### src/common/video_pkg.sv
/*
 * raster constants for the 512 x 262 arcade frame
 * packed structs for horizontal state, vertical state and the output bundle
 */
package video_pkg;

    // every count is 9 bits wide
    localparam int line_w = 9;

    // last pixel of a line, last line of a frame
    localparam logic [line_w-1:0] h_total_m1 = 9'd511;
    localparam logic [line_w-1:0] v_total_m1 = 9'd261;

    // horizontal blank covers 448..511 and 0..63
    localparam logic [line_w-1:0] hb_end   = 9'd64;
    localparam logic [line_w-1:0] hb_start = 9'd448;

    // pre_vb outside lines 14..237, i.e. 224 visible lines
    localparam logic [line_w-1:0] vb_top    = 9'd14;
    localparam logic [line_w-1:0] vb_bottom = 9'd237;

    // lines where the tile engine gets a line_start
    localparam logic [line_w-1:0] line_win_lo = 9'd12;
    localparam logic [line_w-1:0] line_win_hi = 9'd240;

    // vertical sync length in lines
    localparam int vs_len = 4;

    // reset lands at the start of vertical blank
    localparam logic [line_w-1:0] vdump_rst    = 9'd240;
    localparam logic [line_w-1:0] vrender_rst  = 9'd241;
    localparam logic [line_w-1:0] vrender1_rst = 9'd242;

    // horizontal side, h_timing to raster_sync
    typedef struct packed {
        logic [line_w-1:0] hdump;
        logic              hb;
        logic              hs;
        logic              hs_begin;   // hdump at sync start, with cen
        logic              line_end;   // hdump at 511, with cen
    } h_state_t;

    // vertical side, v_timing to raster_sync
    typedef struct packed {
        logic [line_w-1:0] vdump;
        logic [line_w-1:0] vrender;
        logic [line_w-1:0] vrender1;
        logic              vb;
        logic              pre_vb;
        logic              vs_window;   // vdump inside the sync lines
        logic              line_window; // vdump inside the line_start lines
        logic              frame_start;
    } v_state_t;

    // top level output bundle
    typedef struct packed {
        logic [line_w-1:0] hdump;
        logic [line_w-1:0] vdump;
        logic [line_w-1:0] vrender;
        logic [line_w-1:0] vrender1;
        logic              hs;
        logic              vs;
        logic              hb;
        logic              vb;
        logic              pre_vb;
        logic              line_start;
        logic              line_inc;
        logic              frame_start;
    } video_timing_t;

endpackage

### src/video_timing/h_timing.sv
/*
 * horizontal timing: pixel counter, registered blank, sync flip-flop
 * and the hs_begin / line_end strobes
 */
`timescale 1ns/1ps

module h_timing
    import video_pkg::*;
#(
    parameter int HS_START = 487,
    parameter int HS_LEN   = 38
) (
    input  logic     clk,
    input  logic     rst,
    input  logic     cen,
    output h_state_t h_state
);

    // sync edges as 9-bit positions
    // truncation to line_w wraps the end modulo 512
    localparam logic [line_w-1:0] hs_start_pos = line_w'(HS_START);
    localparam logic [line_w-1:0] hs_end_pos   = line_w'(HS_START + HS_LEN);

    logic [line_w-1:0] hdump_q;
    logic              hb_q;
    logic              hs_q;
    logic              at_hs_start;
    logic              at_hs_end;
    logic              at_line_end;
    logic              blank_now;

    // position decodes on the current count
    assign at_hs_start = (hdump_q == hs_start_pos);
    assign at_hs_end   = (hdump_q == hs_end_pos);
    assign at_line_end = (hdump_q == h_total_m1);

    // blank test, registered below so hb lags hdump by one cen
    assign blank_now = (hdump_q >= hb_start) || (hdump_q < hb_end);

    always_ff @(posedge clk) begin
        if (rst) begin
            hdump_q <= '0;
            hb_q    <= 1'b1;
            hs_q    <= 1'b0;
        end else if (cen) begin
            // 9-bit counter wraps 511 -> 0 on its own
            hdump_q <= hdump_q + 1'b1;
            hb_q    <= blank_now;
            if (at_hs_start) begin
                hs_q <= 1'b1;
            end
            // end test wins if both positions coincide
            if (at_hs_end) begin
                hs_q <= 1'b0;
            end
        end
    end

    // strobes only live for the enabled cycle
    assign h_state.hdump    = hdump_q;
    assign h_state.hb       = hb_q;
    assign h_state.hs       = hs_q;
    assign h_state.hs_begin = cen && at_hs_start;
    assign h_state.line_end = cen && at_line_end;

    // counter frozen while cen is low
    a_hdump_frozen : assert property (
        @(posedge clk) disable iff (rst)
        !cen |=> $stable(hdump_q)
    );

endmodule

### src/video_timing/v_timing.sv
/*
 * vertical timing: three-stage line pipeline, two-stage blank shift,
 * sync window and line window decodes, frame-start pulse
 */
`timescale 1ns/1ps

module v_timing
    import video_pkg::*;
#(
    parameter int VS_START   = 251,
    parameter int FRAME_LINE = 255
) (
    input  logic     clk,
    input  logic     rst,
    input  logic     cen,
    input  logic     line_end,
    output v_state_t v_state
);

    localparam logic [line_w-1:0] vs_first   = line_w'(VS_START);
    localparam logic [line_w-1:0] vs_last    = line_w'(VS_START + vs_len - 1);
    localparam logic [line_w-1:0] frame_line = line_w'(FRAME_LINE);

    // vrender1 leads, vrender one line behind, vdump two lines behind
    logic [line_w-1:0] vrender1_q;
    logic [line_w-1:0] vrender_q;
    logic [line_w-1:0] vdump_q;

    // blank shift: pre_vb -> vb_dly -> vb
    logic              pre_vb_q;
    logic              vb_dly_q;
    logic              vb_q;
    logic              frame_start_q;
    logic              pre_vb_now;

    // lines outside the visible 224
    assign pre_vb_now = (vdump_q < vb_top) || (vdump_q > vb_bottom);

    always_ff @(posedge clk) begin
        if (rst) begin
            vrender1_q    <= vrender1_rst;
            vrender_q     <= vrender_rst;
            vdump_q       <= vdump_rst;
            pre_vb_q      <= 1'b1;
            vb_dly_q      <= 1'b1;
            vb_q          <= 1'b1;
            frame_start_q <= 1'b0;
        end else if (cen) begin
            // early blank tracks vdump on every pixel
            pre_vb_q <= pre_vb_now;
            if (line_end) begin
                vrender1_q <= (vrender1_q == v_total_m1) ? '0 : vrender1_q + 1'b1;
                vrender_q  <= vrender1_q;
                vdump_q    <= vrender_q;
                // two lines of lag behind pre_vb
                vb_dly_q   <= pre_vb_q;
                vb_q       <= vb_dly_q;
                // old vrender1 picks the frame-start line
                frame_start_q <= (vrender1_q == frame_line);
            end else begin
                frame_start_q <= 1'b0;
            end
        end
    end

    assign v_state.vdump       = vdump_q;
    assign v_state.vrender     = vrender_q;
    assign v_state.vrender1    = vrender1_q;
    assign v_state.vb          = vb_q;
    assign v_state.pre_vb      = pre_vb_q;
    // sync lines, sampled by raster_sync at the hs rise
    assign v_state.vs_window   = (vdump_q >= vs_first) && (vdump_q <= vs_last);
    // lines where line_start is allowed
    assign v_state.line_window = (vdump_q > line_win_lo) && (vdump_q < line_win_hi);
    assign v_state.frame_start = frame_start_q;

    // leading line counter stays inside the frame
    a_vrender1_range : assert property (
        @(posedge clk) disable iff (rst)
        vrender1_q <= v_total_m1
    );

    // pulse is gone by the next enabled cycle
    a_frame_start_len : assert property (
        @(posedge clk) disable iff (rst)
        (frame_start_q && cen) |=> !frame_start_q
    );

endmodule

### src/raster_sync.sv
/*
 * raster sync: merges horizontal and vertical state into the output bundle,
 * vertical sync retimed to the hs rise, line strobes
 */
`timescale 1ns/1ps

module raster_sync
    import video_pkg::*;
(
    input  logic          clk,
    input  logic          rst,
    input  logic          cen,
    input  h_state_t      h_state,
    input  v_state_t      v_state,
    output video_timing_t timing
);

    logic vs_q;
    logic line_inc_q;
    logic line_start_q;

    always_ff @(posedge clk) begin
        if (rst) begin
            vs_q         <= 1'b0;
            line_inc_q   <= 1'b0;
            line_start_q <= 1'b0;
        end else if (cen) begin
            // one cen period after hdump was 511
            line_inc_q   <= h_state.line_end;
            // same, but only on lines the tile engine draws
            line_start_q <= h_state.line_end && v_state.line_window;
            // vs only moves on the hs rise
            if (h_state.hs_begin) begin
                vs_q <= v_state.vs_window;
            end
        end
    end

    // counts and blanks go straight through, no added latency
    assign timing.hdump       = h_state.hdump;
    assign timing.vdump       = v_state.vdump;
    assign timing.vrender     = v_state.vrender;
    assign timing.vrender1    = v_state.vrender1;
    assign timing.hs          = h_state.hs;
    assign timing.hb          = h_state.hb;
    assign timing.vb          = v_state.vb;
    assign timing.pre_vb      = v_state.pre_vb;
    assign timing.frame_start = v_state.frame_start;

    // retimed sync and line strobes
    assign timing.vs          = vs_q;
    assign timing.line_inc    = line_inc_q;
    assign timing.line_start  = line_start_q;

    // line_start is a filtered line_inc
    a_start_has_inc : assert property (
        @(posedge clk) disable iff (rst)
        line_start_q |-> line_inc_q
    );

    // any vs edge lands on the same clock as an hs rise from h_timing
    a_vs_on_hs_rise : assert property (
        @(posedge clk) disable iff (rst)
        !$stable(vs_q) |-> $rose(h_state.hs)
    );

endmodule

### src/crt_timing.sv
/*
 * crt timing top: horizontal and vertical timing side by side,
 * merged by raster_sync into one registered bundle
 */
`timescale 1ns/1ps

module crt_timing
    import video_pkg::*;
#(
    parameter int HS_START   = 487,  // larger moves the picture left
    parameter int HS_LEN     = 38,
    parameter int VS_START   = 251,  // larger moves the picture up
    parameter int FRAME_LINE = 255
) (
    input  logic          clk,
    input  logic          rst,
    input  logic          cen,
    output video_timing_t timing
);

    h_state_t h_state;
    v_state_t v_state;

    // pixel counter, blank and hsync
    h_timing #(
        .HS_START (HS_START),
        .HS_LEN   (HS_LEN)
    ) u_h_timing (
        .clk     (clk),
        .rst     (rst),
        .cen     (cen),
        .h_state (h_state)
    );

    // line pipeline steps once per line
    v_timing #(
        .VS_START   (VS_START),
        .FRAME_LINE (FRAME_LINE)
    ) u_v_timing (
        .clk      (clk),
        .rst      (rst),
        .cen      (cen),
        .line_end (h_state.line_end),
        .v_state  (v_state)
    );

    raster_sync u_raster_sync (
        .clk     (clk),
        .rst     (rst),
        .cen     (cen),
        .h_state (h_state),
        .v_state (v_state),
        .timing  (timing)
    );

endmodule

### config.mk
export PLATFORM = sky130hd
export DESIGN_NAME = crt_timing
export DESIGN_NICKNAME = d
export VERILOG_FILES = /design/src/common/video_pkg.sv /design/src/video_timing/h_timing.sv /design/src/video_timing/v_timing.sv /design/src/raster_sync.sv /design/src/crt_timing.sv
export SDC_FILE = /design/constraint.sdc
export NUM_CORES = 1
export LEC_CHECK = 0
export ABC_AREA = 1
export BUFFER_PORTS_ARGS = -buffer_cell sky130_fd_sc_hd__buf_4
export CAP_MARGIN = 20
export CORE_ASPECT_RATIO = 1.4
export CORE_UTILIZATION = 59
export DETAILED_ROUTE_END_ITERATION = 16
export PLACE_DENSITY = 0.85
export SKIP_CTS_REPAIR_TIMING = 1
export SLEW_MARGIN = 10
export SYNTH_ARGS = -nofsm -noshare
export SYNTH_HDL_FRONTEND = slang
export SYNTH_SLANG_ARGS = --single-unit
### constraint.sdc
create_clock -name clk -period 3.8 [get_ports clk]
set_clock_uncertainty 0.15 [all_clocks]
set_input_delay 0.38 -clock clk [delete_from_list [all_inputs] [get_ports clk]]
set_output_delay 0.38 -clock clk [all_outputs]
set_load 0.02 [all_outputs]
==> summary.md, run 1 <==
| Metric | Value |
|---|---|
| Die W | between 50 and 60 um |
| Area of the core | roughly 0.0037 mm^2 |
| Top-count cell post-synth | nand2_1 |
| Outcome | complete, no violations |
| Clk sinks | 45 |
| Min Tclk post-route | ~2.7 ns |
| Synth Area in Compound Gates | 0.124 |
| Largest family of logic cells by synthesized area | simple AND/OR/NAND/NOR gates |
| Netlist cell types | 34 |
| Worst-path clk slew | 0.08 ns |
| R2r worst-path depth | 9 |
| H-tree levels | 2 |
| Post-Syn Area | 0.00236 mm^2 |
| Worst slew pin tran | just over 0.9 ns |
| Synthesized netlist cell count | 314 |
| Main flop type after synthesis | dfxtp_1 |
| Critical path capture point type | register |
| Top cells by count, synth | nand2_1, dfxtp_1, buf_4, nor2_1, inv_1 |
| Global-route wire length before repair | between 7 and 8 mm |
| Initial antenna violation count | 0 |
| Yosys top cell by area | dfxtp_1 |
| Crit path cell chain | ha_1 > inv_1 > nor4_1 > ha_1 > nand2_2 > inv_2 > nand2_1 > xor2_1 > nor2_1 |
| Pwr/cell area | between 300 and 400 mW/mm^2 |
| Drt initial violations | 77 |
| Die height | approximately 77 um |
| Critical Path AT | 2.71 ns |
| CP max FO | 32 |
| Ys async rst share | 0 |
| Rel. slew slack | 0.393 |
| FMAX | between 300 and 400 MHz |
| Post-synth EDFFs | 0 |
| CP most frequent cell | ha_1 |
| ANT nets after route | 0 |
| Max Cap Violations | 0 |
| Dpl hpwl | 3.33 mm |
| Total routed wirelength | around 4.6 mm |
| Final Wtd Congestion | 0.971 |
| Simple-Gate Fraction of Synth Area | 0.255 |
| Synth Area in Adders | 0.0319 |
| Final Cycle Share | 0.703 |
| Die area | about 0.0043 mm^2 |
| Vias in the first global route | 1759 |
| Yosys warns | 0 |
| Post-synthesis xor/xnor area fraction | 0.0149 |
| CTS tree | yes |
| Worst stage delay on the critical path | ~0.46 ns |
| Drt first pass iters | 4 |
| IO Port Bufs | 46 |
| Vias | ~1900 |
| Sequential share of the synthesized area | 0.382 |
| Final setup viols | 0 |
| Fraction of layout cells with a size suffix above 1 | 0.198 |
| Gr ovfl total | 0 |
| Worst path bufs/invs | 2 |
| WS Path Type | reg2reg |
| Net Count, Synth | about 320 |
| Final nets | around 330 |
| Clk Latency, worst-skew pair | around 0.3 ns |
| Final setup TNS | 0 ns |
| DRC viols | 0 |
| Critical path depth | 9 |
| Syn-to-layout area delta | 5.95% |
| CP delay by family, top | simple AND/OR/NAND/NOR gates |
| WHS | a little under 0.2 ns |
| P_leak | 1.20 nW |
| Clk root buf | clkbuf_8 |
| Worst hold stages | 2 |
| Multiplexer area fraction after synthesis | 0 |
| Synth Register Bits | 45 |
| RSZ-0062 raised after global routing | no |
| Via/cell ratio | ~5.3 |
| Max Buffers Root-to-Sink | 2 |
| Peak supply drop | ~280 uV |
| Avg Inst Size Synth | between 7 and 8 um^2 |
| Final Max Tran Viols | 0 |
| Startpoint Class | register |
| Initial cell density of the core | 0.630 |
| Drt wl/cell | 12.7 um |
| Antenna diodes | 0 |
| Total Routing Usage GR | 0.222 |
| Crit-path slowest cell | dfxtp_1 |
| WP data required | between 3 and 4 ns |
| CTS Buf Count | 5 |
| Hold Crit Class | in2reg |
| Largest cells by area after synthesis | dfxtp_1, buf_4, nand2_1, nor2_1, a21oi_1 |
| # fillers | approximately 340 |
| I/O pin total | 47 |
| FP Rows | 26 |
| Synth top area share | 0.382 |
| Pin count of the biggest net entering global routing | 33 |
| Hold Fails Final Rpt | 0 |
## cell families after synthesis
group | Yosys count
AOI/OAI and AO/OA | 52
xor gates and xnor gates | 4
adders and majority gates | 6
buffers and inverters | 75
DFF | 45
and+or+nand+nor | 132
## cell usage in the layout (no fill, tap or decap)
master / n
a211o_1: 1
a21o_1: 1
a21oi_1: 23
a31oi_1: 1
buf_4: 46
clkbuf_1: 3
clkbuf_8: 5
dfxtp_1: 45
ha_1: 6
inv_1: 28
inv_2: 1
inv_4: 1
nand2_1: 65
nand2_2: 2
nand2_4: 2
nand3_1: 17
nand3_2: 1
nand3b_1: 1
nand4_1: 2
nor2_1: 34
nor2_4: 2
nor2_8: 1
nor3_1: 2
nor3_2: 2
nor4_1: 1
o211ai_1: 7
o21a_1: 1
o21ai_0: 14
o21ai_1: 3
o21ai_2: 1
xnor2_1: 1
xor2_1: 3
## path summary, 6_finish.rpt
| kind | endpoint | slack [ns] | startpoint |
|---|---|---|---|
| worst min-delay path | u_v_timing.vrender1_q[8]$_SDFFE_PP0P_ | 0.19 | rst |
| worst max register to register | u_v_timing.vrender1_q[2]$_SDFFE_PP0P_ | 1.13 | u_h_timing.hdump_q[0]$_SDFFE_PP0P_ |
| worst max-delay path | u_v_timing.vrender1_q[2]$_SDFFE_PP0P_ | 1.13 | u_h_timing.hdump_q[0]$_SDFFE_PP0P_ |
| worst min register to register | u_h_timing.hs_q$_SDFFE_PP0P_ | 0.29 | u_h_timing.hs_q$_SDFFE_PP0P_ |
## through the flow
step                      utilization  power (mW)  area [um^2]  std cells  setup slack [ns]
after detailed placement        0.646       0.530         2420        357              1.17
after global routing            0.667       0.830         2500        365             0.922
after floorplan                     -       0.520         2360        314              1.69
final                           0.667       0.799         2500        365              1.13
after CTS                       0.667       0.807         2500        365              1.13
after global placement          0.646       0.529         2420        357              1.23
## routing by layer
metal,vias to the layer above,share of wire,GRT usage,wire length [um]
met1,884,0.40,0.242,1880
met2,48,0.53,0.395,2480
met5,-,0,0,0
met3,13,0.037,0.0472,173
met4,0,0.025,0.115,114
li1,989,-,-,-
## power by group
group | switching, mW | internal [mW]
combinational | 0.0263 | 0.0134
clock | 0.150 | 0.131
sequential | 0.00461 | 0.475
## layout make-up
class                   count  area (um^2)  share of cell area
repair buffers             46          345               0.138
flip-flops and latches     45          901               0.361
inverters                  30          115              0.0461
clock buffers               8         80.1              0.0321
multi-input cells         194         1000               0.402
well taps                  42         52.6              0.0211
## sequential cells by signal, summed over array words and instances, names as in the netlist
signal	count
u_h_timing.hb_q	1
u_h_timing.hdump_q	9
u_h_timing.hs_q	1
u_raster_sync.line_inc_q	1
u_raster_sync.line_start_q	1
u_raster_sync.vs_q	1
u_v_timing.frame_start_q	1
u_v_timing.pre_vb_q	1
u_v_timing.vb_dly_q	1
u_v_timing.vb_q	1
u_v_timing.vdump_q	9
u_v_timing.vrender1_q	9
u_v_timing.vrender_q	9
(Power assumes the default switching activity.)
==> inputs of run 2 (changes only) <==
--- a/config.mk
+++ b/config.mk
@@ -9,9 +9,9 @@
 export BUFFER_PORTS_ARGS = -buffer_cell sky130_fd_sc_hd__buf_4
 export CAP_MARGIN = 20
 export CORE_ASPECT_RATIO = 1.4
-export CORE_UTILIZATION = 59
+export CORE_UTILIZATION = 49
 export DETAILED_ROUTE_END_ITERATION = 16
-export PLACE_DENSITY = 0.85
+export PLACE_DENSITY = 0.75
 export SKIP_CTS_REPAIR_TIMING = 1
 export SLEW_MARGIN = 10
 export SYNTH_ARGS = -nofsm -noshare
==> constraint.sdc (replaced) <==
create_clock -name clk -period 2.3 [get_ports clk]
set_clock_uncertainty 0.15 [all_clocks]
set_input_delay 0.23 -clock clk [delete_from_list [all_inputs] [get_ports clk]]
set_output_delay 0.23 -clock clk [all_outputs]
set_load 0.02 [all_outputs]
==> summary.md, run 2 (synthesis gave the netlist of run 1 again) <==
| Metric | Value |
|---|---|
| Outcome | complete, no violations (unchanged) |
| Antenna diodes | 0 (unchanged) |
| Commonest non-fill, non-tap cell in the layout | nand2_1 (unchanged) |
| Final instance area | 0.00262 mm^2 (was 0.00250 mm^2) |
| CTS Buf Count | 5 (unchanged) |
| Global-route wire length before repair | 7.90 mm (was 7.59 mm) |
| Drt initial violations | 74 (was 77) |
| Area of the core | 0.00457 mm^2 (was 0.00374 mm^2) |
| I/O pin total | 47 (unchanged) |
| Via/cell ratio | 4.91 (was 5.30) |
| Total Routing Usage GR | 0.205 (was 0.222) |
| Rel. slew slack | 0.700 (was 0.393) |
| Worst path bufs/invs | 2 (unchanged) |
| Die area | 0.00509 mm^2 (was 0.00425 mm^2) |
| P_leak | 1.25 nW (was 1.20 nW) |
| Hold Crit Class | in2reg (unchanged) |
| Worst-path clk slew | 0.08 ns (about the same) |
| Pin count of the biggest net entering global routing | 21 (was 33) |
| Clk Latency, worst-skew pair | 0.30 ns (about the same) |
| Final Max Tran Viols | 0 (unchanged) |
| Startpoint Class | register (unchanged) |
| Origin of the critical flop-to-flop path | u_h_timing.hdump_q[3]$_SDFFE_PP0P_ (was u_h_timing.hdump_q[0]$_SDFFE_PP0P_) |
| Final Wtd Congestion | 0.917 (was 0.971) |
| Die W | 60.6 um (was 55.4 um) |
| Total routed wirelength | 4.73 mm (was 4.64 mm) |
| Syn-to-layout area delta | 11.3% (was 5.95%) |
| Crit-path slowest cell | dfxtp_1 (unchanged) |
| Final setup viols | 0 (unchanged) |
| WS Path Type | reg2reg (unchanged) |
| Peak supply drop | 294 uV (was 282 uV) |
| Post-DP Area | 0.00250 mm^2 (was 0.00242 mm^2) |
| Fin util | 0.573 (was 0.667) |
| Max Buffers Root-to-Sink | 2 (unchanged) |
| H-tree levels | 2 (unchanged) |
| Critical path capture point type | register (unchanged) |
| Crit path cell chain | nand2_1 > nor4_1 > ha_1 > nand2_2 > inv_2 > buf_4 > nand2_1 > a21oi_1 (was ha_1 > inv_1 > nor4_1 > ha_1 > nand2_2 > inv_2 > nand2_1 > xor2_1 > nor2_1) |
| CP Launch Point | u_h_timing.hdump_q[3]$_SDFFE_PP0P_ (was u_h_timing.hdump_q[0]$_SDFFE_PP0P_) |
| Pwr/cell area | 561 mW/mm^2 (was 320 mW/mm^2) |
| Worst slew pin tran | 0.450 ns (was 0.909 ns) |
| Hold Path Origin | rst (unchanged) |
| Final nets | 339 (was 331) |
| CTS tree | yes (unchanged) |
| Worst stage delay on the critical path | 0.45 ns (was 0.46 ns) |
| WP data required | 2.38 ns (was 3.84 ns) |
| FMAX | 497 MHz (was 374 MHz) |
| FP Rows | 29 (was 26) |
| Drt wl/cell | 12.0 um (was 12.7 um) |
| CP delay by family, top | simple AND/OR/NAND/NOR gates (unchanged) |
| ANT nets after route | 0 (unchanged) |
| Initial cell density of the core | 0.515 (was 0.630) |
| Critical Path AT | 2.10 ns (was 2.71 ns) |
| Max Cap Violations | 0 (unchanged) |
| Die height | 84.0 um (was 76.8 um) |
| Final Cycle Share | 0.875 (was 0.703) |
| Vias | 1928 (was 1934) |
| Clk sinks | 45 (unchanged) |
| Clk root buf | clkbuf_8 (unchanged) |
| Most frequent cells in the layout | nand2_1, buf_4, dfxtp_1, nor2_1, inv_1 (unchanged) |
| CP max FO | 17 (was 32) |
| Final setup TNS | 0 ns (unchanged) |
| Gr ovfl total | 0 (unchanged) |
| CP most frequent cell | nand2_1 (was ha_1) |
| Vias in the first global route | 1823 (was 1759) |
| Hold Fails Final Rpt | 0 (unchanged) |
| Drt first pass iters | 4 (unchanged) |
| Initial antenna violation count | 0 (unchanged) |
| Min Tclk post-route | 2.01 ns (was 2.67 ns) |
| DRC viols | 0 (unchanged) |
| Fraction of layout cells with a size suffix above 1 | 0.230 (was 0.198) |
| IO Port Bufs | 46 (unchanged) |
| Dpl hpwl | 3.58 mm (was 3.33 mm) |
| RSZ-0062 raised after global routing | no (unchanged) |
run 2: routing by layer:
layer / wire, um / track usage / up-vias
li1: - / - / 1001
met1: 1950 / 0.225 / 867
met2: 2450 / 0.359 / 48
met3: 179 / 0.0326 / 12
met4: 141 / 0.107 / 0
met5: 0 / 0 / -
run 2: final timing paths:
| path | end | cells past startpoint | slack, ns |
|---|---|---|---|
| worst max-delay path | u_v_timing.frame_start_q$_SDFFE_PP0P_ | 8 | 0.29 |
| worst max register to register | u_v_timing.frame_start_q$_SDFFE_PP0P_ | 8 | 0.29 |
| worst min-delay path | u_v_timing.vrender1_q[8]$_SDFFE_PP0P_ | 2 | 0.06 |
| worst min register to register | u_h_timing.hs_q$_SDFFE_PP0P_ | 2 | 0.29 |
run 2: final cells by class:
class / instances / area (um^2)
Sequential cell: 45 / 902
Fill cell: 450 / 1950
Timing Repair Buffer: 54 / 405
Clock buffer: 7 / 86.3
Clock inverter: 1 / 30.0
Tap cell: 62 / 77.6
Inverter: 30 / 115
Multi-Input combinational cell: 194 / 1000
run 2: through the flow:
step                hold slack [ns]  instances  setup WS, ns  total power, mW
floorplan                     0.179        314         0.188            0.859
global placement              0.280        385         0.309            0.879
detailed placement            0.283        385         0.234            0.881
CTS                          0.0508        393         0.218             1.48
global route                 0.0539        393        0.0525             1.53
finish                       0.0586        393         0.288             1.47
run 2: power breakdown:
group | leakage [nW] | total (mW) | internal [mW] | switching [mW]
registers | 0.364 | 0.790 | 0.785 | 0.00506
logic | 0.831 | 0.0729 | 0.0262 | 0.0466
clock network | 0.0585 | 0.609 | 0.354 | 0.255
total | 1.25 | 1.47 | 1.16 | 0.307
run 2: worst reg2reg max path, stage by stage, from the launching register on:
cell and delay (ns):
dfxtp_1 0.45, nand2_1 0.16, nor4_1 0.29, ha_1 0.21
nand2_2 0.08, inv_2 0.23, buf_4 0.21, nand2_1 0.06
a21oi_1 0.11
